**src/design/core_pkg.sv**
```systemverilog
`default_nettype none

package core_pkg;

   localparam int unsigned DATA_WIDTH         = 32;
   localparam int unsigned MEM_ADDR_WIDTH     = 10;  // Byte address, 1 KiB
   localparam int unsigned REG_ADDR_WIDTH     = 5;
   localparam int unsigned LOAD_OP_WIDTH      = 3;
   localparam int unsigned MEM_TRANSFER_WIDTH = 2;

   // Load kinds, same codes as RISC-V funct3
   localparam logic [LOAD_OP_WIDTH-1:0] LOAD_LB  = 3'd0;
   localparam logic [LOAD_OP_WIDTH-1:0] LOAD_LH  = 3'd1;
   localparam logic [LOAD_OP_WIDTH-1:0] LOAD_LW  = 3'd2;
   localparam logic [LOAD_OP_WIDTH-1:0] LOAD_LBU = 3'd4;
   localparam logic [LOAD_OP_WIDTH-1:0] LOAD_LHU = 3'd5;

   // Store sizes
   localparam logic [MEM_TRANSFER_WIDTH-1:0] XFER_BYTE = 2'd0;
   localparam logic [MEM_TRANSFER_WIDTH-1:0] XFER_HALF = 2'd1;
   localparam logic [MEM_TRANSFER_WIDTH-1:0] XFER_WORD = 2'd2;

   localparam int unsigned DMEM_WAIT_CYCLES = 1;  // Req held this long before gnt
   localparam int unsigned DMEM_WAIT_WIDTH  = $clog2(DMEM_WAIT_CYCLES + 1);
   localparam int unsigned DMEM_WORDS       = 2 ** (MEM_ADDR_WIDTH - 2);

   // Memory stage bus FSM
   localparam int unsigned MEM_STATE_WIDTH = 2;
   localparam logic [MEM_STATE_WIDTH-1:0] MEM_IDLE  = 2'd0;
   localparam logic [MEM_STATE_WIDTH-1:0] MEM_READ  = 2'd1;
   localparam logic [MEM_STATE_WIDTH-1:0] MEM_WRITE = 2'd2;

   // One loaded word, seen as byte lanes or as halfword lanes
   typedef union packed
   {
      logic [3:0][7:0]  bytes;
      logic [1:0][15:0] halves;
   } load_word_u;

endpackage

`default_nettype wire

```
**src/design/core_regfile.sv**
```systemverilog
`timescale 1ns/10ps
`default_nettype none

module core_regfile
(
   input  wire                                  clk,
   input  wire                                  rst_n,
   input  wire                                  we_i,
   input  wire  [core_pkg::REG_ADDR_WIDTH-1:0]  waddr_i,
   input  wire  [core_pkg::DATA_WIDTH-1:0]      wdata_i,
   input  wire  [core_pkg::REG_ADDR_WIDTH-1:0]  raddr_i,
   output logic [core_pkg::DATA_WIDTH-1:0]      rdata_o
);
   import core_pkg::*;

   logic [DATA_WIDTH-1:0] regs [1:(2 ** REG_ADDR_WIDTH) - 1];   // No storage for x0

   always_ff @(posedge clk or negedge rst_n)
   begin
      if (!rst_n)
      begin
         for (int i = 1; i < 2 ** REG_ADDR_WIDTH; i++)
            regs[i] <= '0;
      end
      else if (we_i && (waddr_i != '0))
      begin
         regs[waddr_i] <= wdata_i;
      end
   end

   assign rdata_o = (raddr_i == '0) ? '0 : regs[raddr_i];   // x0 reads as zero

endmodule

`default_nettype wire

```
**config.mk**
```make
export PLATFORM = sky130hd
export DESIGN_NAME = core_regfile
export DESIGN_NICKNAME = d
export VERILOG_FILES = /design/src/design/core_pkg.sv /design/src/design/core_regfile.sv
export SDC_FILE = /design/constraint.sdc
export NUM_CORES = 1
export LEC_CHECK = 0
export BUFFER_PORTS_ARGS = -buffer_cell sky130_fd_sc_hd__buf_2
export CORE_MARGIN = 5
export CORE_UTILIZATION = 33
export DETAILED_ROUTE_END_ITERATION = 6
export PLACE_DENSITY = 0.47
export RECOVER_POWER = 50
export SLEW_MARGIN = 20
export SYNTH_ARGS = -nofsm -noshare
export SYNTH_HDL_FRONTEND = slang
export SYNTH_SLANG_ARGS = --single-unit
```
**constraint.sdc**
```tcl
create_clock -name clk -period 5.9 [get_ports clk]
set_input_delay 1.18 -clock clk [delete_from_list [all_inputs] [get_ports clk]]
set_output_delay 1.18 -clock clk [all_outputs]
set_load 0.01 [all_outputs]
```
* After elaboration in Yosys (flattened, before gate mapping)
Index checks and enable logic that the tools add are counted.
** Word-level totals
- Register bits :: 992
- Bits of input ports :: 45
- Output and inout bits :: 32
- Word-level logic and storage cells :: 47
** Cells by class
- Order comparisons :: 3
- Muxes and demuxes :: 7
- Bitwise operators :: 2
- Reduce and logical (&&, ||, !) cells :: 4
** Operators by type and width (count)
- 992-bit bitwise mux :: 1
- 32-bit binary-select mux with 5-bit select :: 1
- 32-bit demux with 5-bit select :: 1
- 32-bit two-way mux :: 4
- 6-bit >= comparator (second input constant) :: 2
- 5-bit inverter with 6-bit output :: 2
- 6-bit by 1-bit less-than comparator with 1-bit output (second input constant) :: 1
- 5-bit zero test :: 1
- 5-bit nonzero test :: 1
- 1-bit logical AND :: 2

* Depth between registers and ports, before layout
Gate-level depths: netlist of the first run.
- Depth in word-level cells :: 6
- Mapped depth :: 9
- Mapped depth without buffers :: 4

* Least setup slack after synthesis of the first run
OpenSTA, ideal clock, no wires.
- Kind :: input -> output
- Start :: in raddr_i[1] (netlist bit)
- End :: out rdata_o[10] (netlist bit)
- Arrival time :: 2.634 ns
- Data required time :: 4.720 ns
- Path slack :: 2.086 ns
- Stages :: 8
- Path buffers :: 4
- Cell sequence :: buf_4 -> buf_6 -> or2_1 -> buf_2 -> buf_2 -> o22ai_1 -> nor3_1 -> nor4_1
** On the way
- Cells in the longest elaborated chain, start to end :: 5
- Elaborated cells on any way between the ends :: 6
- Those cells by class :: 4 x mux; 1 x bitwise; 1 x reduce/logical
** Ends and longest elaborated chain
- start: declaration :: RTL line core_regfile.sv:11 : input wire [core_pkg::REG_ADDR_WIDTH-1:0] raddr_i,
- 5-bit inverter with 6-bit output (implied by the code) :: RTL line core_regfile.sv:31 : assign rdata_o = (raddr_i == '0) ? '0 : regs[raddr_i];
- 32-bit binary-select mux with 5-bit select :: RTL line core_regfile.sv:31
- 32-bit two-way mux (implied by the code) (2 in series) :: RTL line core_regfile.sv:31
- 32-bit two-way mux * :: RTL line core_regfile.sv:31
- end: declaration :: RTL line core_regfile.sv:12 : output logic [core_pkg::DATA_WIDTH-1:0] rdata_o
Every way passes the cells marked *; elsewhere a longest branch is shown, timed or not. The select of a mux whose other input is x is not followed.

* Final worst setup path of the first run
- Start :: in raddr_i[2] (netlist bit)
- End :: out rdata_o[27] (netlist bit)
The elaborated chain is that of the path after synthesis.

==> results of run 1 <==
==> Yosys cell counts (all sizes together) <==
master | count | area share, %
a22oi | 32 | 0.53
a221o | 32 | 0.71
dfrtp | 992 | 55
nand2 | 15 | 0.13
a211oi | 32 | 0.53
nor2 | 13 | 0.11
and3 | 2 | 0.028
nand4b | 3 | 0.058
mux4 | 64 | 3.2
nand3 | 1 | 0.011
o22ai | 128 | 1.8
nor4 | 33 | 0.47
nor3b | 2 | 0.055
or3 | 3 | 0.041
nor2b | 37 | 0.51
a21oi | 32 | 0.35
mux2i | 320 | 7.1
nand4 | 1 | 0.014
nand2b | 7 | 0.097
mux2 | 1024 | 25
and2 | 1 | 0.014
buf | 173 | 2.2
clkbuf | 146 | 1.2
nor3 | 67 | 0.75
or2 | 2 | 0.028
==> logic make-up after synthesis <==
| family | Yosys count | share of synthesized area, % |
|---|---|---|
| AND/OR/NAND/NOR | 187 | 2.31 |
| flip-flops | 992 | 54.7 |
| AO/OA/AOI/OAI | 256 | 3.88 |
| multiplexers | 1408 | 35.7 |
| buffers and inverters | 319 | 3.43 |
==> metrics by stage <==
stage / area [µm²] / instances / util [%]
4_1_cts: 51400 / 5003 / 37.5
5_1_grt: 51300 / 5003 / 37.4
6_report: 51300 / 5006 / 37.4
3_3_place_gp: 47500 / 4794 / 34.7
3_5_place_dp: 47600 / 4796 / 34.7
2_1_floorplan: 45400 / 3162 / -
==> cell type report <==
class | count | area [µm²]
fill | 12800 | 85700
multi-input combinational | 1851 | 19200
sequential | 992 | 24800
clock buffer | 158 | 3180
tap | 1794 | 2240
antenna | 3 | 7.51
clock inverter | 49 | 586
timing repair buffer | 159 | 1250
==> worst min path at each step <==
stage | to | slack, ns
global placement | regs[550] | 0.47
global route | regs[162] | 0.50
CTS | regs[550] | 0.48
detailed placement | regs[550] | 0.47
floorplan | regs[549] | 0.45
finish | regs[162] | 0.48
==> worst max-delay path: stages <==
cell and delay, ns:
buf_4 0.40, nand2_4 0.26, buf_4 0.38, o22ai_1 0.25, nor3_1 0.10, nor4_1 0.81, buf_2 0.27
==> power groups by stage <==
stage / registers [W] / logic (W) / clock network [W]
4_1_cts: 0.00877 / 0.00290 / 0.00728
3_3_place_gp: 0.00879 / 0.00279 / 0
2_1_floorplan: 0.00867 / 0.00212 / 0
6_report: 0.00878 / 0.00284 / 0.00709
5_1_grt: 0.00893 / 0.00312 / 0.00755
3_5_place_dp: 0.00889 / 0.00289 / 0
==> layer usage <==
| layer | vias to the layer above | routed length [µm] | track usage, % |
|---|---|---|---|
| met5 | - | 0 | 0 |
| met4 | 0 | 2760 | 4.62 |
| met3 | 166 | 5680 | 2.99 |
| met2 | 475 | 65700 | 31.0 |
| met1 | 14800 | 63700 | 26.2 |
| li1 | 11600 | - | - |
==> metrics.md, run 1 <==
| Metric | Value |
|---|---|
| Num CTS Buffers | 110 |
| Skew final | 0 ns |
| Via/cell ratio | 5.40 |
| DRC Markers | 0 |
| Leak pwr | 23.2 nW |
| DP HPWL | 81000 µm |
| Worst vdd ir | 258 µV |
| CTS Hold Bufs | 0 |
| Launch point of the worst reg-to-reg path | regs[625] |
| Post-synthesis sequential area ratio | 54.7% |
| Slew Viols, Final | 708 |
| Via count | 27000 |
| WL per Instance | 27.5 µm |
| First-pass GRT wire length | 204000 µm |
| Max-Cap Viols | 10 |
| Sw Ratio | 25.5% |
| Synth Cell Area | 45400 µm² |
| Worst setup path endpoint | rdata_o[27] |
| Setup WS post-layout | 0.973 ns |
| Synth Net Count | 3207 |
| Final Critical Period | 4.93 ns |
| RSZ-0062 raised after global routing | false |
| DRT iter0 DRCs | 1686 |
| NetSw | 0.00478 W |
| Post-synthesis register bit count | 992 |
| Vias in the first global route | 29400 |
| Die width | 381 µm |
| Critical path type | in -> out |
| Row count | 136 |
| Root buf cell | clkbuf_16 |
| Crit Path Max Fanout | 32 |
| Total length of routed wires | 138000 µm |
| Worst skew pair latency | 0.68 ns |
| I/O pins | 77 |
| Worst Max-Slew Pin Slew | 4.02 ns |
| First-pass DRT Iterations | 5 |
| Max_slew headroom | -168% |
| Distinct cells, synth | 34 |
| Post-CTS Resized | 0 |
| Layout net count | 3159 |
| Cell count of the worst reg-to-reg path | 1 |
| Starting density of the core | 33.1% |
| Pwr Total | 0.0187 W |
| Initial antenna violation count | 7 |
| Setup slack, reg-to-reg | 5.09 ns |
| Failing checks | max-capacitance violations, max-slew violations |
| Total grt overflow | 0 |
| PwrDens | 365 nW/µm² |
| Hold path start | regs[162] |
| Final GP Congestion | 0.754 |
| Worst hold margin | 0.485 ns |
| FMAX | 0.203 GHz |
| Post-place setup slack | 1.03 ns |
| Post-route ant nets | 0 |
| Synth Area per Inst | 14.3 µm² |
| Clk slew on worst S/H paths | 0.06 ns |
| Seq pwr share | 46.9% |
| Port bufs | 76 |
| Setup violators final | 0 |
| Tcrit/Tclk final | 83.5% |
| H-tree depth | 3 |
| Status | finished, violations left |
| CTS tree | yes |
| Setup crit start kind | primary input |
| Critical Path Start | raddr_i[2] |
| Layout cells sized above 1 | 43.2% |
| Largest reg by FF count | regs |
| Combinational share of power | 15.2% |
| Die Y | 381 µm |
| Largest regs | regs (992) |
| Final hold violation count | 0 |
| Req. time, crit path | 4.72 ns |
| YS warnings | 0 |
| Setup tns final | 0 ns |
| Hold Path Depth | 1 |
| Commonest non-fill, non-tap cell in the layout | dfrtp_1 |
| Buffers inserted by post-CTS timing repair | 0 |
| Clock power share | 37.9% |
| Internal Power | 0.0139 W |
| Worst min path class | reg -> reg |
| Gate Count Post-Synth | 3162 |
| Most frequent cells in the layout | dfrtp_1, mux2_2, mux2i_1 |
| Clock buffer depth | 3 |
| Die area | 145000 µm² |
| Pin count of the biggest net entering global routing | 144 |
| Setup crit end kind | primary output |
| Overall routing resource usage | 18.8% |
| Worst Path Arrival | 3.75 ns |
| RR Endpoint | regs[625] |
| Core region area | 137000 µm² |
| P&R area growth vs syn | 13.0% |
| CTS Sinks | 992 |
| Max reg flops | 992 |
Note: power is estimated with default switching activity, not from simulation.
==> inputs of run 2 (changes only) <==
--- a/config.mk
+++ b/config.mk
@@ -9,7 +9,7 @@
 export CORE_MARGIN = 5
 export CORE_UTILIZATION = 33
 export DETAILED_ROUTE_END_ITERATION = 6
-export PLACE_DENSITY = 0.47
+export PLACE_DENSITY = 0.49
 export RECOVER_POWER = 50
 export SLEW_MARGIN = 20
 export SYNTH_ARGS = -nofsm -noshare
==> constraint.sdc (replaced) <==
create_clock -name clk -period 4.4 [get_ports clk]
set_input_delay 0.88 -clock clk [delete_from_list [all_inputs] [get_ports clk]]
set_output_delay 0.88 -clock clk [all_outputs]
set_load 0.01 [all_outputs]
==> run 2 against run 1 <==
The run still ends with max-capacitance violations, max-slew violations left; total power up 33%; non-clock buffer count up 44; sequential share of layout area down 0.34 points; core utilization up 0.26 points; design area up 0.70%; clock power up 32%; highest routed layer is now met5.
==> metrics.md, run 2 (synthesis results as in run 1) <==
| Metric | Value |
|---|---|
| Crit Path Max Fanout | 26 (was 32) |
| Row count | 136 (unchanged) |
| I/O pins | 77 (unchanged) |
| Core region area | 137000 µm² (unchanged) |
| CTS tree | yes (unchanged) |
| First-pass DRT Iterations | 7 (was 5) |
| RSZ-0062 raised after global routing | false (unchanged) |
| FMAX | 0.232 GHz |
| Req. time, crit path | 3.52 ns (was 4.72 ns) |
| Die width | 381 µm (unchanged) |
| Die area | 145000 µm² (unchanged) |
| Critical path type | in -> out (unchanged) |
| Setup WS post-layout | 0.0860 ns (was 0.973 ns) |
| Worst skew pair latency | 0.71 ns (was 0.68 ns) |
| Max reg flops | 992 (unchanged) |
| DRT iter0 DRCs | 1638 (was 1686) |
| Crit path top cell by count | buf_4 (unchanged) |
| Buffers inserted by post-CTS timing repair | 0 (unchanged) |
| Final Critical Period | 4.31 ns |
| CTS Sinks | 992 (unchanged) |
| Pin count of the biggest net entering global routing | 109 (was 144) |
| Worst vdd ir | 306 µV (was 258 µV) |
| Initial antenna violation count | 10 (was 7) |
| Largest reg by FF count | regs (unchanged) |
| Starting density of the core | 33.1% (unchanged) |
| Layout net count | 3204 (was 3159) |
| Hold Path Depth | 1 (unchanged) |
| H-tree depth | 3 (unchanged) |
| Vias in the first global route | 29700 (was 29400) |
| Crit-path slowest cell | nor4_1 (unchanged) |
| Cell count of the worst reg-to-reg path | 1 (unchanged) |
| Hold path start | regs[616] (was regs[162]) |
| Setup crit end kind | primary output (unchanged) |
| Largest regs | regs (992) (unchanged) |
| Worst path cell trace | buf_8 -> nand2_4 -> buf_4 -> o22ai_1 -> nor3_1 -> nor4_1 -> buf_4 -> buf_2 (was buf_4 -> nand2_4 -> buf_4 -> o22ai_1 -> nor3_1 -> nor4_1 -> buf_2) |
| WL per Instance | 27.0 µm (was 27.5 µm) |
| RR Endpoint | regs[626] (was regs[625]) |
| Skew final | 0 ns (unchanged) |
| DRC Markers | 0 (unchanged) |
| Commonest non-fill, non-tap cell in the layout | dfrtp_1 (unchanged) |
| Root buf cell | clkbuf_16 (unchanged) |
| Final GP Congestion | 0.761 (was 0.754) |
| Clock buffer depth | 3 (unchanged) |
| Post-place setup slack | 0.0758 ns (was 1.03 ns) |
| Total length of routed wires | 136000 µm (was 138000 µm) |
| Most frequent cells in the layout | dfrtp_1, mux2_2, mux2i_1 (unchanged) |
| Setup violators final | 0 (unchanged) |
| Max_slew headroom | -104% (was -168%) |
| Worst Path Arrival | 3.43 ns (was 3.75 ns) |
| Filler cell count | 12700 (was 12800) |
| Slew Viols, Final | 103 (was 708) |
| Setup crit start kind | primary input (unchanged) |
| Failing checks | max-capacitance violations, max-slew violations (unchanged) |
| Setup tns final | 0 ns (unchanged) |
| Tcrit/Tclk final | 98.0% |
| Overall routing resource usage | 18.6% (was 18.8%) |
| Layout cells sized above 1 | 43.6% (was 43.2%) |
| Setup slack, reg-to-reg | 3.59 ns (was 5.09 ns) |
| Hold Path End | regs[616] (was regs[162]) |
| First-pass GRT wire length | 203000 µm (was 204000 µm) |
| Worst Max-Slew Pin Slew | 3.06 ns (was 4.02 ns) |
| Num CTS Buffers | 111 (was 110) |
| CP peak stage delay | 0.71 ns (was 0.81 ns) |
| Status | finished, violations left (unchanged) |
| Final hold violation count | 0 (unchanged) |
| Die Y | 381 µm (unchanged) |
| Clk slew on worst S/H paths | 0.06 ns (about the same) |
| Max-Cap Viols | 2 (was 10) |
| Launch point of the worst reg-to-reg path | regs[626] (was regs[625]) |
| Core Util, Final | 37.7% (was 37.4%) |
| CTS Hold Bufs | 0 (unchanged) |
| Total grt overflow | 0 (unchanged) |
| Post-CTS Resized | 0 (unchanged) |
| Via/cell ratio | 5.41 (was 5.40) |
| PwrDens | 484 nW/µm² (was 365 nW/µm²) |
| Leak pwr | 23.4 nW (was 23.2 nW) |
| DP HPWL | 83200 µm (was 81000 µm) |
| Post-route ant nets | 0 (unchanged) |
| Port bufs | 76 (unchanged) |
| Worst min path class | reg -> reg (unchanged) |
| P&R area growth vs syn | 13.8% (was 13.0%) |
| Via count | 27300 (was 27000) |
run 2: changes by cell type in the layout (fill, tap and decap cells not counted), moves of 3 or more:
| cell | before | now |
|---|---|---|
| buf_12 | 18 | 29 |
| buf_4 | 56 | 89 |
| bufinv_16 | 11 | 7 |
| clkbuf_1 | 28 | 35 |
| clkbuf_8 | 23 | 26 |
| clkinv_2 | 30 | 16 |
| clkinv_4 | 0 | 3 |
run 2: layout make-up:
class | instances | area [µm²] | share of cell area (%)
multi-input combinational | 1851 | 19200 | 37.1
sequential | 992 | 24800 | 48.1
antenna | 2 | 5.00 | 0.00969
clock inverter | 35 | 427 | 0.826
tap | 1794 | 2240 | 4.35
timing repair buffer | 203 | 1690 | 3.27
clock buffer | 167 | 3270 | 6.33
run 2: worst max-delay path by stage:
stage,end,cells past startpoint,from
4_1_cts,rdata_o[22],8,raddr_i[1]
3_3_place_gp,rdata_o[10],6,raddr_i[1]
3_5_place_dp,rdata_o[22],8,raddr_i[1]
5_1_grt,rdata_o[22],8,raddr_i[1]
2_1_floorplan,rdata_o[10],8,raddr_i[1]
6_report,rdata_o[22],8,raddr_i[1]
run 2: power breakdown:
group	switching (W)	internal [W]	total [W]	leakage, nW
registers	0.000888	0.0109	0.0118	12.7
logic	0.00167	0.00214	0.00381	8.86
clock network	0.00385	0.00553	0.00938	1.82
total	0.00641	0.0186	0.0250	23.4
run 2: per-layer routing:
layer / track usage [%] / routed length, µm / vias up / part of all wire (%)
li1: - / - / 11700 / -
met1: 25.3 / 61300 / 14900 / 45
met2: 31.1 / 66200 / 509 / 49
met3: 2.86 / 5170 / 198 / 3.8
met4: 5.14 / 3340 / 4 / 2.5
met5: 0 / 24 / - / 0.018
run 2: per-stage QoR:
stage / power, W / hold slack [ns] / instances / area, µm²
final: 0.0250 / 0.485 / 5044 / 51600
after global routing: 0.0262 / 0.496 / 5042 / 51600
after CTS: 0.0253 / 0.244 / 5042 / 51700
after detailed placement: 0.0158 / 0.475 / 4840 / 48000
after global placement: 0.0155 / 0.464 / 4840 / 48000
after floorplan: 0.0145 / 0.453 / 3162 / 45400
run 2: worst max-delay path, delay by kind of cell:
kind                   cells  cell delay [ns]
AO/OA/AOI/OAI              1             0.27
buffers and inverters      4             1.00
AND/OR/NAND/NOR            3             1.19
