===== src/design/core_pkg.sv =====
`default_nettype none

package core_pkg;

   localparam int unsigned DATA_WIDTH         = 32;
   localparam int unsigned MEM_ADDR_WIDTH     = 10;  // Byte address, 1 KiB
   localparam int unsigned REG_ADDR_WIDTH     = 5;
   localparam int unsigned LOAD_OP_WIDTH      = 3;
   localparam int unsigned MEM_TRANSFER_WIDTH = 2;

   // Load kinds, same codes as RISC-V funct3
   localparam logic [LOAD_OP_WIDTH-1:0] LOAD_LB  = 3'd0;
   localparam logic [LOAD_OP_WIDTH-1:0] LOAD_LH  = 3'd1;
   localparam logic [LOAD_OP_WIDTH-1:0] LOAD_LW  = 3'd2;
   localparam logic [LOAD_OP_WIDTH-1:0] LOAD_LBU = 3'd4;
   localparam logic [LOAD_OP_WIDTH-1:0] LOAD_LHU = 3'd5;

   // Store sizes
   localparam logic [MEM_TRANSFER_WIDTH-1:0] XFER_BYTE = 2'd0;
   localparam logic [MEM_TRANSFER_WIDTH-1:0] XFER_HALF = 2'd1;
   localparam logic [MEM_TRANSFER_WIDTH-1:0] XFER_WORD = 2'd2;

   localparam int unsigned DMEM_WAIT_CYCLES = 1;  // Req held this long before gnt
   localparam int unsigned DMEM_WAIT_WIDTH  = $clog2(DMEM_WAIT_CYCLES + 1);
   localparam int unsigned DMEM_WORDS       = 2 ** (MEM_ADDR_WIDTH - 2);

   // Memory stage bus FSM
   localparam int unsigned MEM_STATE_WIDTH = 2;
   localparam logic [MEM_STATE_WIDTH-1:0] MEM_IDLE  = 2'd0;
   localparam logic [MEM_STATE_WIDTH-1:0] MEM_READ  = 2'd1;
   localparam logic [MEM_STATE_WIDTH-1:0] MEM_WRITE = 2'd2;

   // One loaded word, seen as byte lanes or as halfword lanes
   typedef union packed
   {
      logic [3:0][7:0]  bytes;
      logic [1:0][15:0] halves;
   } load_word_u;

endpackage

`default_nettype wire


===== src/design/core_wb_stage.sv =====
`timescale 1ns/10ps
`default_nettype none

module core_wb_stage
(
   input  wire  [core_pkg::REG_ADDR_WIDTH-1:0]  w_regfile_waddr_i,
   input  wire  [core_pkg::DATA_WIDTH-1:0]      w_regfile_rd_i,
   input  wire                                  w_regfile_wr_i,
   input  wire                                  w_is_load_store_i,
   input  wire  [core_pkg::LOAD_OP_WIDTH-1:0]   w_load_op_i,
   input  wire  [1:0]                           w_byte_off_i,
   input  wire  [core_pkg::DATA_WIDTH-1:0]      w_data_rdata_i,
   output logic                                 rf_we_o,
   output logic [core_pkg::REG_ADDR_WIDTH-1:0]  rf_waddr_o,
   output logic [core_pkg::DATA_WIDTH-1:0]      rf_wdata_o
);
   import core_pkg::*;

   load_word_u            load_word;
   logic [7:0]            load_byte;
   logic [15:0]           load_half;
   logic [DATA_WIDTH-1:0] load_value;

   assign load_word = w_data_rdata_i;
   assign load_byte = load_word.bytes[w_byte_off_i];
   assign load_half = load_word.halves[w_byte_off_i[1]];   // Offset bit 0 is zero here

   always_comb
   begin
      case (w_load_op_i)
         LOAD_LB:
            load_value = {{(DATA_WIDTH - 8){load_byte[7]}}, load_byte};
         LOAD_LBU:
            load_value = {{(DATA_WIDTH - 8){1'b0}}, load_byte};
         LOAD_LH:
            load_value = {{(DATA_WIDTH - 16){load_half[15]}}, load_half};
         LOAD_LHU:
            load_value = {{(DATA_WIDTH - 16){1'b0}}, load_half};
         default:
            load_value = load_word;   // LW
      endcase
   end

   // Stores reach here with write enable low
   assign rf_we_o    = w_regfile_wr_i;
   assign rf_waddr_o = w_regfile_waddr_i;
   assign rf_wdata_o = w_is_load_store_i ? load_value : w_regfile_rd_i;

endmodule

`default_nettype wire


===== config.mk =====
export PLATFORM = sky130hd
export DESIGN_NAME = core_wb_stage
export DESIGN_NICKNAME = d
export VERILOG_FILES = /design/src/design/core_pkg.sv /design/src/design/core_wb_stage.sv
export SDC_FILE = /design/constraint.sdc
export NUM_CORES = 1
export LEC_CHECK = 0
export ABC_AREA = 1
export BUFFER_PORTS_ARGS = -buffer_cell sky130_fd_sc_hd__clkbuf_2
export CAP_MARGIN = 20
export CORE_MARGIN = 2
export CORE_UTILIZATION = 30
export DETAILED_ROUTE_END_ITERATION = 16
export GPL_TIMING_DRIVEN = 0
export PLACE_DENSITY = 0.66
export SYNTH_ARGS = -nofsm -noshare
export SYNTH_HDL_FRONTEND = slang
export SYNTH_SLANG_ARGS = --single-unit

===== constraint.sdc =====
create_clock -name vclk -period 2.9
set_input_delay 0.435 -clock vclk [all_inputs]
set_output_delay 0.435 -clock vclk [all_outputs]
set_load 0.005 [all_outputs]

; Word level (Yosys, flattened, before mapping)
; Cells that the tools add are included.
[totals]
regBits = 0
in_bits = 76
out_inout_bits = 38
word_cells = 12
[op_classes]
magnitude_cmp = 2
eq_ne = 3
n_mux = 6
n_reduce_logical = 1
[op_table]
columns = operator, count
row1 = 32-bit case mux with 4 select lines, 1
row2 = 16-bit 2-to-1 mux, 2
row3 = 32-bit 2-to-1 mux, 1
row4 = 8-bit binary-select mux with 2-bit select, 1
row5 = 8-bit 2-to-1 mux, 1
row6 = 3-bit == test (second input constant), 2
row7 = 3-bit by 1-bit == test with 1-bit output (second input constant), 1
row8 = 3-bit zero test, 1
row9 = 2-bit by 3-bit less-than comparator with 1-bit output (second input constant), 1
row10 = 1-bit by 2-bit less-than comparator with 1-bit output (second input constant), 1

; Depth between registers and ports, before layout
; Gate-level depths: netlist of the first run.
[depth]
ltp_word = 4
mapped_depth = 10
depth_no_buf = 8

; Worst setup path before layout of the first run
; OpenSTA, ideal clock, no wires.
[synth_timing]
kind = input -> output
start = input port w_load_op_i[0] (netlist bit)
end = output port rf_wdata_o[19] (netlist bit)
t_arrival_ns = 1.194
slack_ns = 1.271
cell_stages = 9
path_buffers = 2
cell_sequence = buf_4 -> inv_1 -> nand2_1 -> nor2_2 -> nand2_4 -> buf_6 -> nand3_1 -> nand2_1 -> inv_1
[synth_via]
elab_chain_len = 3
word_cells_on_any_way = 6
classes_between = 3 x eq/ne / 2 x mux / 1 x reduce/logical
[synth_rtl]
columns = item, line_no
row1 = from (decl), core_wb_stage.sv:10  ; input wire [core_pkg::LOAD_OP_WIDTH-1:0] w_load_op_i,
row2 = 3-bit == test (tied with other cells), core_wb_stage.sv:30  ; case (w_load_op_i)
row3 = 32-bit case mux with 4 select lines (*), core_wb_stage.sv:30
row4 = 32-bit 2-to-1 mux (*), core_wb_stage.sv:47  ; assign rf_wdata_o = w_is_load_store_i ? load_value : w_regfile_rd_i;
row5 = to (decl), core_wb_stage.sv:15  ; output logic [core_pkg::DATA_WIDTH-1:0] rf_wdata_o
; Every way passes the cells marked *; elsewhere a longest branch is shown, timed or not.

; Worst setup path after layout of the first run
[layout_timing]
start = input port w_byte_off_i[0]
end = output port rf_wdata_o[0] (netlist bit)
[layout_via]
elab_chain_len = 4
[layout_rtl]
columns = item, line_no
row1 = from (decl), core_wb_stage.sv:11  ; input wire [1:0] w_byte_off_i,
row2 = 8-bit binary-select mux with 2-bit select, core_wb_stage.sv:25  ; assign load_byte = load_word.bytes[w_byte_off_i];
row3 = 8-bit 2-to-1 mux (implied by the code), core_wb_stage.sv:25
row4 = 32-bit case mux with 4 select lines, core_wb_stage.sv:30
row5 = 32-bit 2-to-1 mux, core_wb_stage.sv:47
; Every way passes these cells. The select of a mux whose other input is x is not followed.

==> results.md, run 1 <==
Placement:
- During placement, the flow inserted port buffers numbering 106.
- OpenSTA, run right after detailed placement, puts the worst setup slack at 0.8973 ns.
- Routability-driven placement finished with a final weighted congestion of between 0.7 and 0.8.
- Once detailed placement completed, the half-perimeter wirelength came to approximately 3.8 mm.

Worst hold path:
- The path type of the worst min-delay path is in -> out.
- The number of instances on the worst hold path is 2.
- For hold timing, the worst endpoint is rf_waddr_o[3].
- The launch instance of the worst min-delay path is w_regfile_waddr_i[3].

Final layout:
- The sequential standard cell area is 0 um^2.
- In the final layout, the multi-input gates occupy between 900 and 1000 um^2.
- After the last flow step, the layout net total stands at ~450.
- The fill cell total of the finished layout is between 500 and 600.
- The repair_antennas step left the layout with diodes totalling 0.
- The flip-flop and latch count is 0.
- From synthesis to final layout, the design area changed by 45.29%.
- The clock buffer count is 0.
- The post-route netlist has approximately 43% of its cells at a drive strength greater than 1.

Timing:
- Setup slack closes at 0.8981 ns.
- The hold violation count in the final report came to 0.
- Subtracting the final worst setup slack from the clock period gives 2.002 ns.
- In the final timing run, aggregate negative setup slack is 0 ns.
- The transition at the pin with the smallest max-transition slack is ~0.47 ns.
- Measured against its own limit, the worst slew margin works out to 68.86%.
- Setup violations remaining at the end of the flow were counted as 0.
- Setup repair after global routing left no endpoint under its margin.
- The final clock period utilization by the worst path is roughly 69%.
- The number of slew-limit violations in the final report is 0.
- The maximum achievable frequency is 499.5 MHz.

Setup path:
- The worst setup path is launched from an input pin.
- The maximum net fanout on the critical path is 6.
- For the worst setup path, the data required time is 2.47 ns.
- STA classifies the critical path endpoint as an output port.
- The worst setup path is of the in -> out kind.
- At the worst endpoint, the arrival time is approximately 1.6 ns.

Clock tree:
- The number of resized instances in the post-cts repair step is 0.
- The count of hold buffers inserted by post-cts repair is 0.
- Once the clock tree was built, the setup fixing pass inserted 0 buffers.

Synth:
- The number of synthesis warnings is 0.
- Each instance of the synthesized netlist takes up on average ~5.0 um^2.
- The sequential share of the synthesized area is 0%.
- Synthesis produced a netlist with a net count of ~340.
- The number of library cell types mapped by synthesis is 22.
- The cell area after technology mapping is 1315 um^2.
- The cell count after synthesis came out at 265.

Power and ir drop:
- The total leakage power is between 1 and 1.5 nW.
- The switching portion of total power is 51.62%.
- The internal power summed over all cells is about 0.14 mW.
- Dividing total power by cell area gives a power density of 147.5 nW/um^2.
- The maximum resistive drop on vdd is between 50 and 60 uV.
- The power spent charging and discharging nets is between 0.1 and 0.15 mW.
- Sequential cells burn 0% of the power.
- The portion of total power attributed to the clock network is 0%.
- Combinational logic is responsible for between 90% and 100% of the overall power.

Die:
- The die covers about 4900 um^2.
- In this run the core area contains 24 standard-cell rows.
- In this run the vertical extent of the chip is 70.21 um.
- In this run the standard cell core region covers 4294 um^2.
- The initial standard-cell utilization of the core is a little under a third.
- The number of ports placed on the die boundary is about 110.
- The die extent in x is roughly 70 um.

Detailed routing:
- The total via count in the routed design is ~1800.
- For this run, design rule violations remaining after detail routing come to 0.
- The detailed router finished its first iteration with 80 violations.
- The total wire length is about 4.4 mm.
- The number of search-and-repair iterations in the first detailed-routing pass is 4.
- Dividing the detail-routed via count by the number of cells gives 4.286.
- Dividing the detail-routed wire length by the instance count gives ~10 um.
- The count of nets left with antenna violations once routing finished came out at 0.

Global route:
- The number of global-route vias before repair was about 1700.
- The first-pass GRT wire length is approximately 7.4 mm.
- The leftover overflow at the end of global routing is 0.
- The pin count of the biggest net entering global routing is 11.
- The initial antenna violation count is 0.
- In the global route stage, overall resource usage came out at ~17%.

Outcome:
- The flow ran to the end, and the final reports show no timing, DRC or antenna violations.

Job:
- Max-cap violations in this run came to 0.
==> layer usage <==
layer	global-route usage (%)	vias to the layer above	wire, um
met5	0	-	0
li1	-	1021	-
met4	0.6410	0	23
met2	32.06	61	2064
met1	22.74	729	1956
met3	2.165	2	313
==> worst max-delay path by stage <==
stage                                 start              to
after CTS                   w_byte_off_i[0]   rf_wdata_o[0]
after global routing      w_is_load_store_i  rf_wdata_o[27]
after floorplan              w_load_op_i[0]  rf_wdata_o[19]
after global placement    w_is_load_store_i  rf_wdata_o[27]
after detailed placement    w_byte_off_i[0]   rf_wdata_o[0]
final                       w_byte_off_i[0]   rf_wdata_o[0]
==> metrics by stage <==
step	instances	total power, mW	hold slack, ns	utilization [%]	instance area (um^2)
6_report	423	0.2817	1.037	44.49	1911
4_1_cts	423	0.2851	1.039	44.49	1911
2_1_floorplan	265	0.1652	0.9508	-	1315
3_3_place_gp	423	0.2817	1.039	44.49	1911
5_1_grt	423	0.3215	1.042	44.49	1911
3_5_place_dp	423	0.2834	1.039	44.49	1911
==> cell usage after synthesis, drive strengths merged <==
cell type  count  area share, %
o21ai         13            4.9
or2           18            8.6
inv           43             13
clkbuf         8            2.3
nor2          15            5.0
o22ai          1           0.48
buf           14            9.5
a21oi         36             14
nand3         25             14
clkinv         1           0.29
nand2         91             29
==> power groups by stage <==
stage,clock [mW],combinational [mW],sequential [mW]
2_1_floorplan,0,0.165,0
3_3_place_gp,0,0.282,0
3_5_place_dp,0,0.283,0
4_1_cts,0,0.285,0
5_1_grt,0,0.321,0
6_report,0,0.282,0
==> worst max-delay path, cell delays in order <==
cell                       delay (ns)
sky130_fd_sc_hd__clkbuf_2        0.10
sky130_fd_sc_hd__inv_1           0.06
sky130_fd_sc_hd__nor2_1          0.20
sky130_fd_sc_hd__nand2_2         0.12
sky130_fd_sc_hd__nand2_1         0.21
sky130_fd_sc_hd__nor2_1          0.06
sky130_fd_sc_hd__o21ai_0         0.22
sky130_fd_sc_hd__clkbuf_2        0.16
==> logic make-up (layout without fill, tap and decap cells) <==
kind of cell	after synthesis	in the layout	synth area share, %
AO/OA/AOI/OAI	50	50	19.12
buffers and inverters	66	172	24.93
AND/OR/NAND/NOR	149	149	55.95
==> placed cells by master (no fill, tap or decap) <==
cell	netlist	layout
sky130_fd_sc_hd__or2_1	1	1
sky130_fd_sc_hd__or2_2	17	17
sky130_fd_sc_hd__nor2_4	1	1
sky130_fd_sc_hd__nand3_2	11	11
sky130_fd_sc_hd__clkbuf_2	0	106
sky130_fd_sc_hd__o22ai_1	1	1
sky130_fd_sc_hd__inv_1	41	41
sky130_fd_sc_hd__inv_4	1	1
sky130_fd_sc_hd__buf_2	1	1
sky130_fd_sc_hd__nand3_1	14	14
sky130_fd_sc_hd__nor2_2	1	1
sky130_fd_sc_hd__o21ai_1	2	2
sky130_fd_sc_hd__clkinv_1	1	1
sky130_fd_sc_hd__o21ai_0	11	11
sky130_fd_sc_hd__nor2_1	13	13
sky130_fd_sc_hd__clkbuf_1	8	8
sky130_fd_sc_hd__buf_6	6	6
sky130_fd_sc_hd__buf_4	7	7
sky130_fd_sc_hd__inv_6	1	1
sky130_fd_sc_hd__nand2_1	83	83
sky130_fd_sc_hd__nand2_4	3	3
sky130_fd_sc_hd__nand2_2	5	5
sky130_fd_sc_hd__a21oi_1	36	36
==> final cells by class <==
class | instances | share of cell area [%]
buffer | 22 | 8.121
tap | 52 | 3.405
inverter | 44 | 9.037
multi-input combinational | 199 | 51.67
timing repair buffer | 106 | 27.77
No activity file was read; power rests on OpenSTA's default activity.
==> run 2, diff against run 1 <==
--- a/config.mk
+++ b/config.mk
@@ -12,7 +12,7 @@
 export CORE_UTILIZATION = 30
 export DETAILED_ROUTE_END_ITERATION = 16
 export GPL_TIMING_DRIVEN = 0
-export PLACE_DENSITY = 0.66
+export PLACE_DENSITY = 0.68
 export SYNTH_ARGS = -nofsm -noshare
 export SYNTH_HDL_FRONTEND = slang
 export SYNTH_SLANG_ARGS = --single-unit
==> constraint.sdc (replaced) <==
create_clock -name vclk -period 1.7
set_input_delay 0.255 -clock vclk [all_inputs]
set_output_delay 0.255 -clock vclk [all_outputs]
set_load 0.005 [all_outputs]
==> run 2 against run 1 <==
Non-clock buffer count unchanged. Combinational power up 71%. Sequential cell count unchanged. Critical path depth unchanged. Hold slack worse by 0.36 ns. Sequential share of layout area unchanged. Global-route usage up 0.18 points. Critical endpoint is now rf_wdata_o[3]. Largest cell class unchanged.
==> results.md, run 2 (same netlist as run 1, synthesis figures left out) <==
Worst hold path:
- The path type of the worst min-delay path is in -> out (unchanged).

Timing:
- The maximum achievable frequency is about 640 MHz.
- The final clock period utilization by the worst path is roughly 92%.
- The hold violation count in the final report is 0 (unchanged).
- The routed design could run at a clock period as short as roughly 1.6 ns.
- The worst hold margin is 0.6773 ns (was 1.037 ns).
- The count of final setup violators came to 0 (unchanged).
- The final sum of negative setup slack came to 0 ns (unchanged).
- The headroom to the max-slew limit is 66.88% (was 68.86%).
- Unrepaired setup endpoints after global routing: false (unchanged).
- The number of slew-limit violations in the final report is 0 (unchanged).
- The transition at the pin with the smallest max-transition slack came to 0.4968 ns (was 0.4670 ns).

Detailed routing:
- The initial detailed-routing violation count is 102 (was 80).
- The via count normalized by instance count is 4.430 (was 4.286).
- The number of search-and-repair iterations in the first detailed-routing pass is 4 (unchanged).
- The total via count in the routed design is 1874 (was 1813).
- The number of design rule violations left after detail routing was 0 (unchanged).
- The total wire length is 4.377 mm (was 4.358 mm).
- The remaining number of nets flagged by the antenna check after routing is 0 (unchanged).
- The average wire length per cell after detail routing is 10.35 um (was 10.30 um).

Setup path:
- The startpoint type of the worst setup path is an input pin (unchanged).
- The capturing element type of the critical path was an output port (unchanged).
- The critical path data required time is 1.44 ns (was 2.47 ns).
- The type of the worst setup path is in -> out (unchanged).
- The maximum net fanout on the critical path is 5 (was 6).
- The worst endpoint data arrival time is 1.30 ns (was 1.57 ns).

Final layout:
- Most frequent cells in the layout: sky130_fd_sc_hd__clkbuf_2, sky130_fd_sc_hd__nand2_1, sky130_fd_sc_hd__inv_1, sky130_fd_sc_hd__a21oi_1, sky130_fd_sc_hd__or2_2 (unchanged).
- The final cell count without fillers is 423 (unchanged).
- The synthesis-to-layout area growth was 45.58% (was 45.29%).
- The area of all placed cells without fillers is 1914 um^2 (was 1911 um^2).
- The count of antenna diodes in the layout is 0 (unchanged).
- The most frequent standard cell in the layout excluding fill and tap cells is sky130_fd_sc_hd__clkbuf_2 (unchanged).
- The fill cell total of the finished layout is 505 (was 508).
- The proportion of layout cells with a drive suffix above 1 is 43.67% (was 43.13%).
- The area of combinational cells with multiple inputs was 989.7 um^2 (was 987.2 um^2).
- The sequential standard cell area is 0 um^2 (unchanged).
- The net count reported at finish is 449 (unchanged).
- The flip-flop and latch count is 0 (unchanged).
- The clock buffer count is 0 (unchanged).

Global route:
- The initial antenna violation count is 0 (unchanged).
- The first-pass GRT wire length is 7.396 mm (was 7.369 mm).
- The most crowded layer after global routing is met2 (unchanged).
- The number of global-route vias before repair came to 1707 (was 1706).
- The pin count of the biggest net entering global routing is 11 (unchanged).
- The total routing resource utilization after global routing is 17.59% (was 17.41%).
- The leftover overflow at the end of global routing is 0 (unchanged).
- The met3 usage in global routing was 2.453% (was 2.165%).
- The fraction of met2 tracks used by global routing is 32.17% (was 32.06%).
- The met1 track demand over resource came to 22.92% (was 22.74%).

Die:
- The die extent in x was 70.21 um (unchanged).
- The number of ports placed on the die boundary is 114 (unchanged).
- The initial standard-cell utilization of the core is 30.62% (unchanged).
- The placeable core region is 4294 um^2 (unchanged).
- The height of the die was 70.21 um (unchanged).
- The die outline area is 4929 um^2 (unchanged).
- The number of placement rows is 24 (unchanged).

Clock tree:
- The post-CTS setup repair buffer count was 0 (unchanged).

Power and ir drop:
- The power density normalized to cell area is 251.9 nW/um^2 (was 147.5 nW/um^2).
- The total leakage power was 1.268 nW (was 1.265 nW).
- The maximum resistive drop on vdd is 106.2 uV (was 52.72 uV).
- The overall power after layout is 0.4823 mW (was 0.2817 mW).

Placement:
- The cell total after placement is 423 (unchanged).
- The placed standard-cell area is 1911 um^2 (unchanged).
- The final weighted congestion in routability-driven placement came to 0.8211 (was 0.7825).
- The post-detailed-placement half-perimeter wirelength was 3.732 mm (was 3.756 mm).
- The quantity of I/O buffers inserted on ports was 106 (unchanged).

Outcome:
- Run status: finished clean (unchanged).

Job:
- The max-cap violation count was 0 (unchanged).
run 2: cell counts in the layout (fill, tap and decap cells not counted):
Identical to the previous run, type by type.
run 2: per-layer routing:
layer | wire length, um | up-vias
li1 | - | 1021
met3 | 380 | 2
met2 | 2047 | 74
met4 | 15 | 0
met5 | 0 | -
met1 | 1934 | 777
run 2: final timing paths:
kind / start / end / slack (ns) / cells after the start
worst max-delay path: w_byte_off_i[0] / rf_wdata_o[3] / 0.14 / 8
worst min-delay path: w_regfile_waddr_i[3] / rf_waddr_o[3] / 0.68 / 2
run 2: area by class of cell:
class | instances | share of cell area [%]
multi-input cells | 199 | 51.70
well taps | 52 | 3.399
repair buffers | 106 | 27.71
plain buffers | 22 | 8.170
inverters | 44 | 9.020
run 2: through the flow:
step                utilization (%)  setup WS (ns)
finish                        44.58         0.1417
global route                  44.58        0.02904
CTS                           44.49        0.07878
detailed placement            44.49        0.08296
global placement              44.49        0.07312
floorplan                         -         0.4309
run 2: critical path, cell delays in order:
cell,delay [ns]
sky130_fd_sc_hd__clkbuf_2,0.10
sky130_fd_sc_hd__inv_1,0.06
sky130_fd_sc_hd__nor2_1,0.20
sky130_fd_sc_hd__nand2_2,0.12
sky130_fd_sc_hd__or2_2,0.32
sky130_fd_sc_hd__nand3_1,0.09
sky130_fd_sc_hd__nand2_1,0.05
sky130_fd_sc_hd__clkbuf_2,0.10
run 2: repair_timing:
action	in CTS	in global routing
hold buffers	0	0
resized for setup	0	3
setup endpoints to repair	0	3
run 2: power by group:
part	switching, mW	total (mW)	internal (mW)
clock	0	0	0
sequential	0	0	0
combinational	0.249	0.482	0.233
==> run 3, diff against run 2 <==
--- a/config.mk
+++ b/config.mk
@@ -8,6 +8,7 @@
 export ABC_AREA = 1
 export BUFFER_PORTS_ARGS = -buffer_cell sky130_fd_sc_hd__clkbuf_2
 export CAP_MARGIN = 20
+export CORE_ASPECT_RATIO = 0.75
 export CORE_MARGIN = 2
 export CORE_UTILIZATION = 30
 export DETAILED_ROUTE_END_ITERATION = 16
==> run 3 against run 2 <==
First-iteration DRC count shrank 19%. Final area grew 0.13%. Global-route usage grew 0.58 points. Sequential cell count is the same. Hold slack gained 0.0012 ns.
==> results.md, run 3 (same netlist as run 1, synthesis figures left out) <==
Timing:
- The headroom to the max-slew limit was 67.93% (was 66.88%).
- The worst hold margin is 0.6784 ns (was 0.6773 ns).
- Unrepaired setup endpoints after global routing: false (unchanged).
- The number of slew-limit violations in the final report is 0 (unchanged).
- The hold violation count in the final report is 0 (unchanged).
- The transition at the pin with the smallest max-transition slack is 0.4811 ns (was 0.4968 ns).
- The maximum achievable frequency came to 641.4 MHz (was 641.7 MHz).
- The final clock period utilization by the worst path came to 91.71% (was 91.67%).
- The final sum of negative setup slack was 0 ns (unchanged).
- The smallest setup slack after layout is 0.1410 ns (was 0.1417 ns).
- The count of final setup violators is 0 (unchanged).
- The time the worst path needs with I/O delays and setup is 1.559 ns (was 1.558 ns).

Setup path:
- The capturing element type of the critical path is an output port (unchanged).
- The type of the worst setup path is in -> out (unchanged).
- The critical path data required time came to 1.44 ns (about the same).
- The worst endpoint data arrival time is 1.30 ns (about the same).
- The startpoint type of the worst setup path is an input pin (unchanged).
- The maximum net fanout on the critical path is 10 (was 5).

Placement:
- The post-placement setup slack came to 0.1069 ns (was 0.08296 ns).
- The quantity of I/O buffers inserted on ports was 106 (unchanged).
- The post-detailed-placement half-perimeter wirelength is 3.956 mm (was 3.732 mm).
- The final weighted congestion in routability-driven placement is 0.9091 (was 0.8211).

Final layout:
- The net count reported at finish is 449 (unchanged).
- The area of combinational cells with multiple inputs is 989.7 um^2 (unchanged).
- The fill cell total of the finished layout is 481 (was 505).
- The synthesis-to-layout area growth is 45.77% (was 45.58%).
- The flip-flop and latch count is 0 (unchanged).
- The sequential standard cell area is 0 um^2 (unchanged).
- The proportion of layout cells with a drive suffix above 1 is 43.40% (was 43.67%).
- Most frequent cells in the layout: sky130_fd_sc_hd__clkbuf_2, sky130_fd_sc_hd__nand2_1, sky130_fd_sc_hd__inv_1, sky130_fd_sc_hd__a21oi_1, sky130_fd_sc_hd__or2_2 (unchanged).
- The clock buffer count came to 0 (unchanged).
- The most frequent standard cell in the layout excluding fill and tap cells is sky130_fd_sc_hd__clkbuf_2 (unchanged).
- The count of antenna diodes in the layout is 0 (unchanged).

Power and ir drop:
- The overall power after layout came to 0.4862 mW (was 0.4823 mW).
- The maximum resistive drop on vdd is 92.40 uV (was 106.2 uV).
- The power density normalized to cell area is 253.7 nW/um^2 (was 251.9 nW/um^2).
- The total leakage power is 1.265 nW (was 1.268 nW).

Die:
- The number of ports placed on the die boundary is 114 (unchanged).
- The die outline area was 4934 um^2 (was 4929 um^2).
- The placeable core region is 4129 um^2 (was 4294 um^2).
- The initial standard-cell utilization of the core is 31.85% (was 30.62%).
- The height of the die was 61.34 um (was 70.21 um).
- The number of placement rows is 20 (was 24).
- The die extent in x is 80.45 um (was 70.21 um).

Outcome:
- Run status: finished clean (unchanged).

Clock tree:
- The count of hold buffers inserted by post-cts repair is 0 (unchanged).

Detailed routing:
- The total via count in the routed design is 1922 (was 1874).
- The average wire length per cell after detail routing is 10.76 um (was 10.35 um).
- The number of design rule violations left after detail routing is 0 (unchanged).
- The via count normalized by instance count was 4.512 (was 4.430).
- The initial detailed-routing violation count came to 83 (was 102).
- The total wire length was 4.583 mm (was 4.377 mm).
- The remaining number of nets flagged by the antenna check after routing is 0 (unchanged).
- The number of search-and-repair iterations in the first detailed-routing pass was 4 (unchanged).

Global route:
- The total routing resource utilization after global routing is 18.17% (was 17.59%).
- The first-pass GRT wire length is 7.231 mm (was 7.396 mm).
- The leftover overflow at the end of global routing is 0 (unchanged).
- The pin count of the biggest net entering global routing is 11 (unchanged).
- The number of global-route vias before repair is 1574 (was 1707).
- The initial antenna violation count is 0 (unchanged).

Job:
- The max-cap violation count is 0 (unchanged).

Worst hold path:
- The path type of the worst min-delay path was in -> out (unchanged).
==> run 3: layout make-up <==
type	count	share of cell area, %
buffer	22	8.094
timing repair buffer	106	27.68
tap	55	3.590
multi-input combinational	199	51.63
inverter	44	9.008
==> run 3: repair_timing <==
action                     in CTS  in global routing
hold endpoints to repair        0                  0
buffers inserted                0                  0
setup endpoints to repair       0                  4
resized for setup               0                  1
==> run 3: final timing paths <==
kind | start | end | slack (ns) | depth (start not counted)
hold / removal | w_regfile_waddr_i[4] | rf_waddr_o[4] | 0.68 | 2
setup / recovery | w_load_op_i[0] | rf_wdata_o[10] | 0.14 | 11
==> run 3: through the flow <==
| stage | cells | cell area [um^2] | util, % |
|---|---|---|---|
| after floorplan | 265 | 1315 | - |
| after global placement | 426 | 1914 | 46.36 |
| after detailed placement | 426 | 1914 | 46.36 |
| after CTS | 426 | 1914 | 46.36 |
| after global routing | 426 | 1917 | 46.42 |
| final | 426 | 1917 | 46.42 |
==> run 3: routing by layer <==
layer / vias up / GRT usage (%) / routed length (um) / share of wire (%)
li1: 1029 / - / - / -
met4: 0 / 0 / 0 / 0
met2: 78 / 31.07 / 1967 / 43
met5: - / 0 / 0 / 0
met1: 815 / 26.32 / 2126 / 46
met3: 0 / 2.346 / 489 / 11
==> run 3: power by group <==
part / switching [mW] / leakage (nW) / internal, mW / total [mW]
clock: 0 / 0 / 0 / 0
sequential: 0 / 0 / 0 / 0
combinational: 0.253 / 1.27 / 0.233 / 0.486
total: 0.253 / 1.27 / 0.233 / 0.486
==> run 3: worst max-delay path, cell delays in order <==
cell and delay [ns]:
sky130_fd_sc_hd__clkbuf_2 0.09, sky130_fd_sc_hd__buf_4 0.17, sky130_fd_sc_hd__inv_1 0.06, sky130_fd_sc_hd__nand2_1 0.07, sky130_fd_sc_hd__nor2_2 0.13, sky130_fd_sc_hd__nand2_4 0.09, sky130_fd_sc_hd__buf_6 0.15, sky130_fd_sc_hd__nand2_1 0.06
sky130_fd_sc_hd__nand2_1 0.05, sky130_fd_sc_hd__nand2_1 0.06, sky130_fd_sc_hd__clkbuf_2 0.11
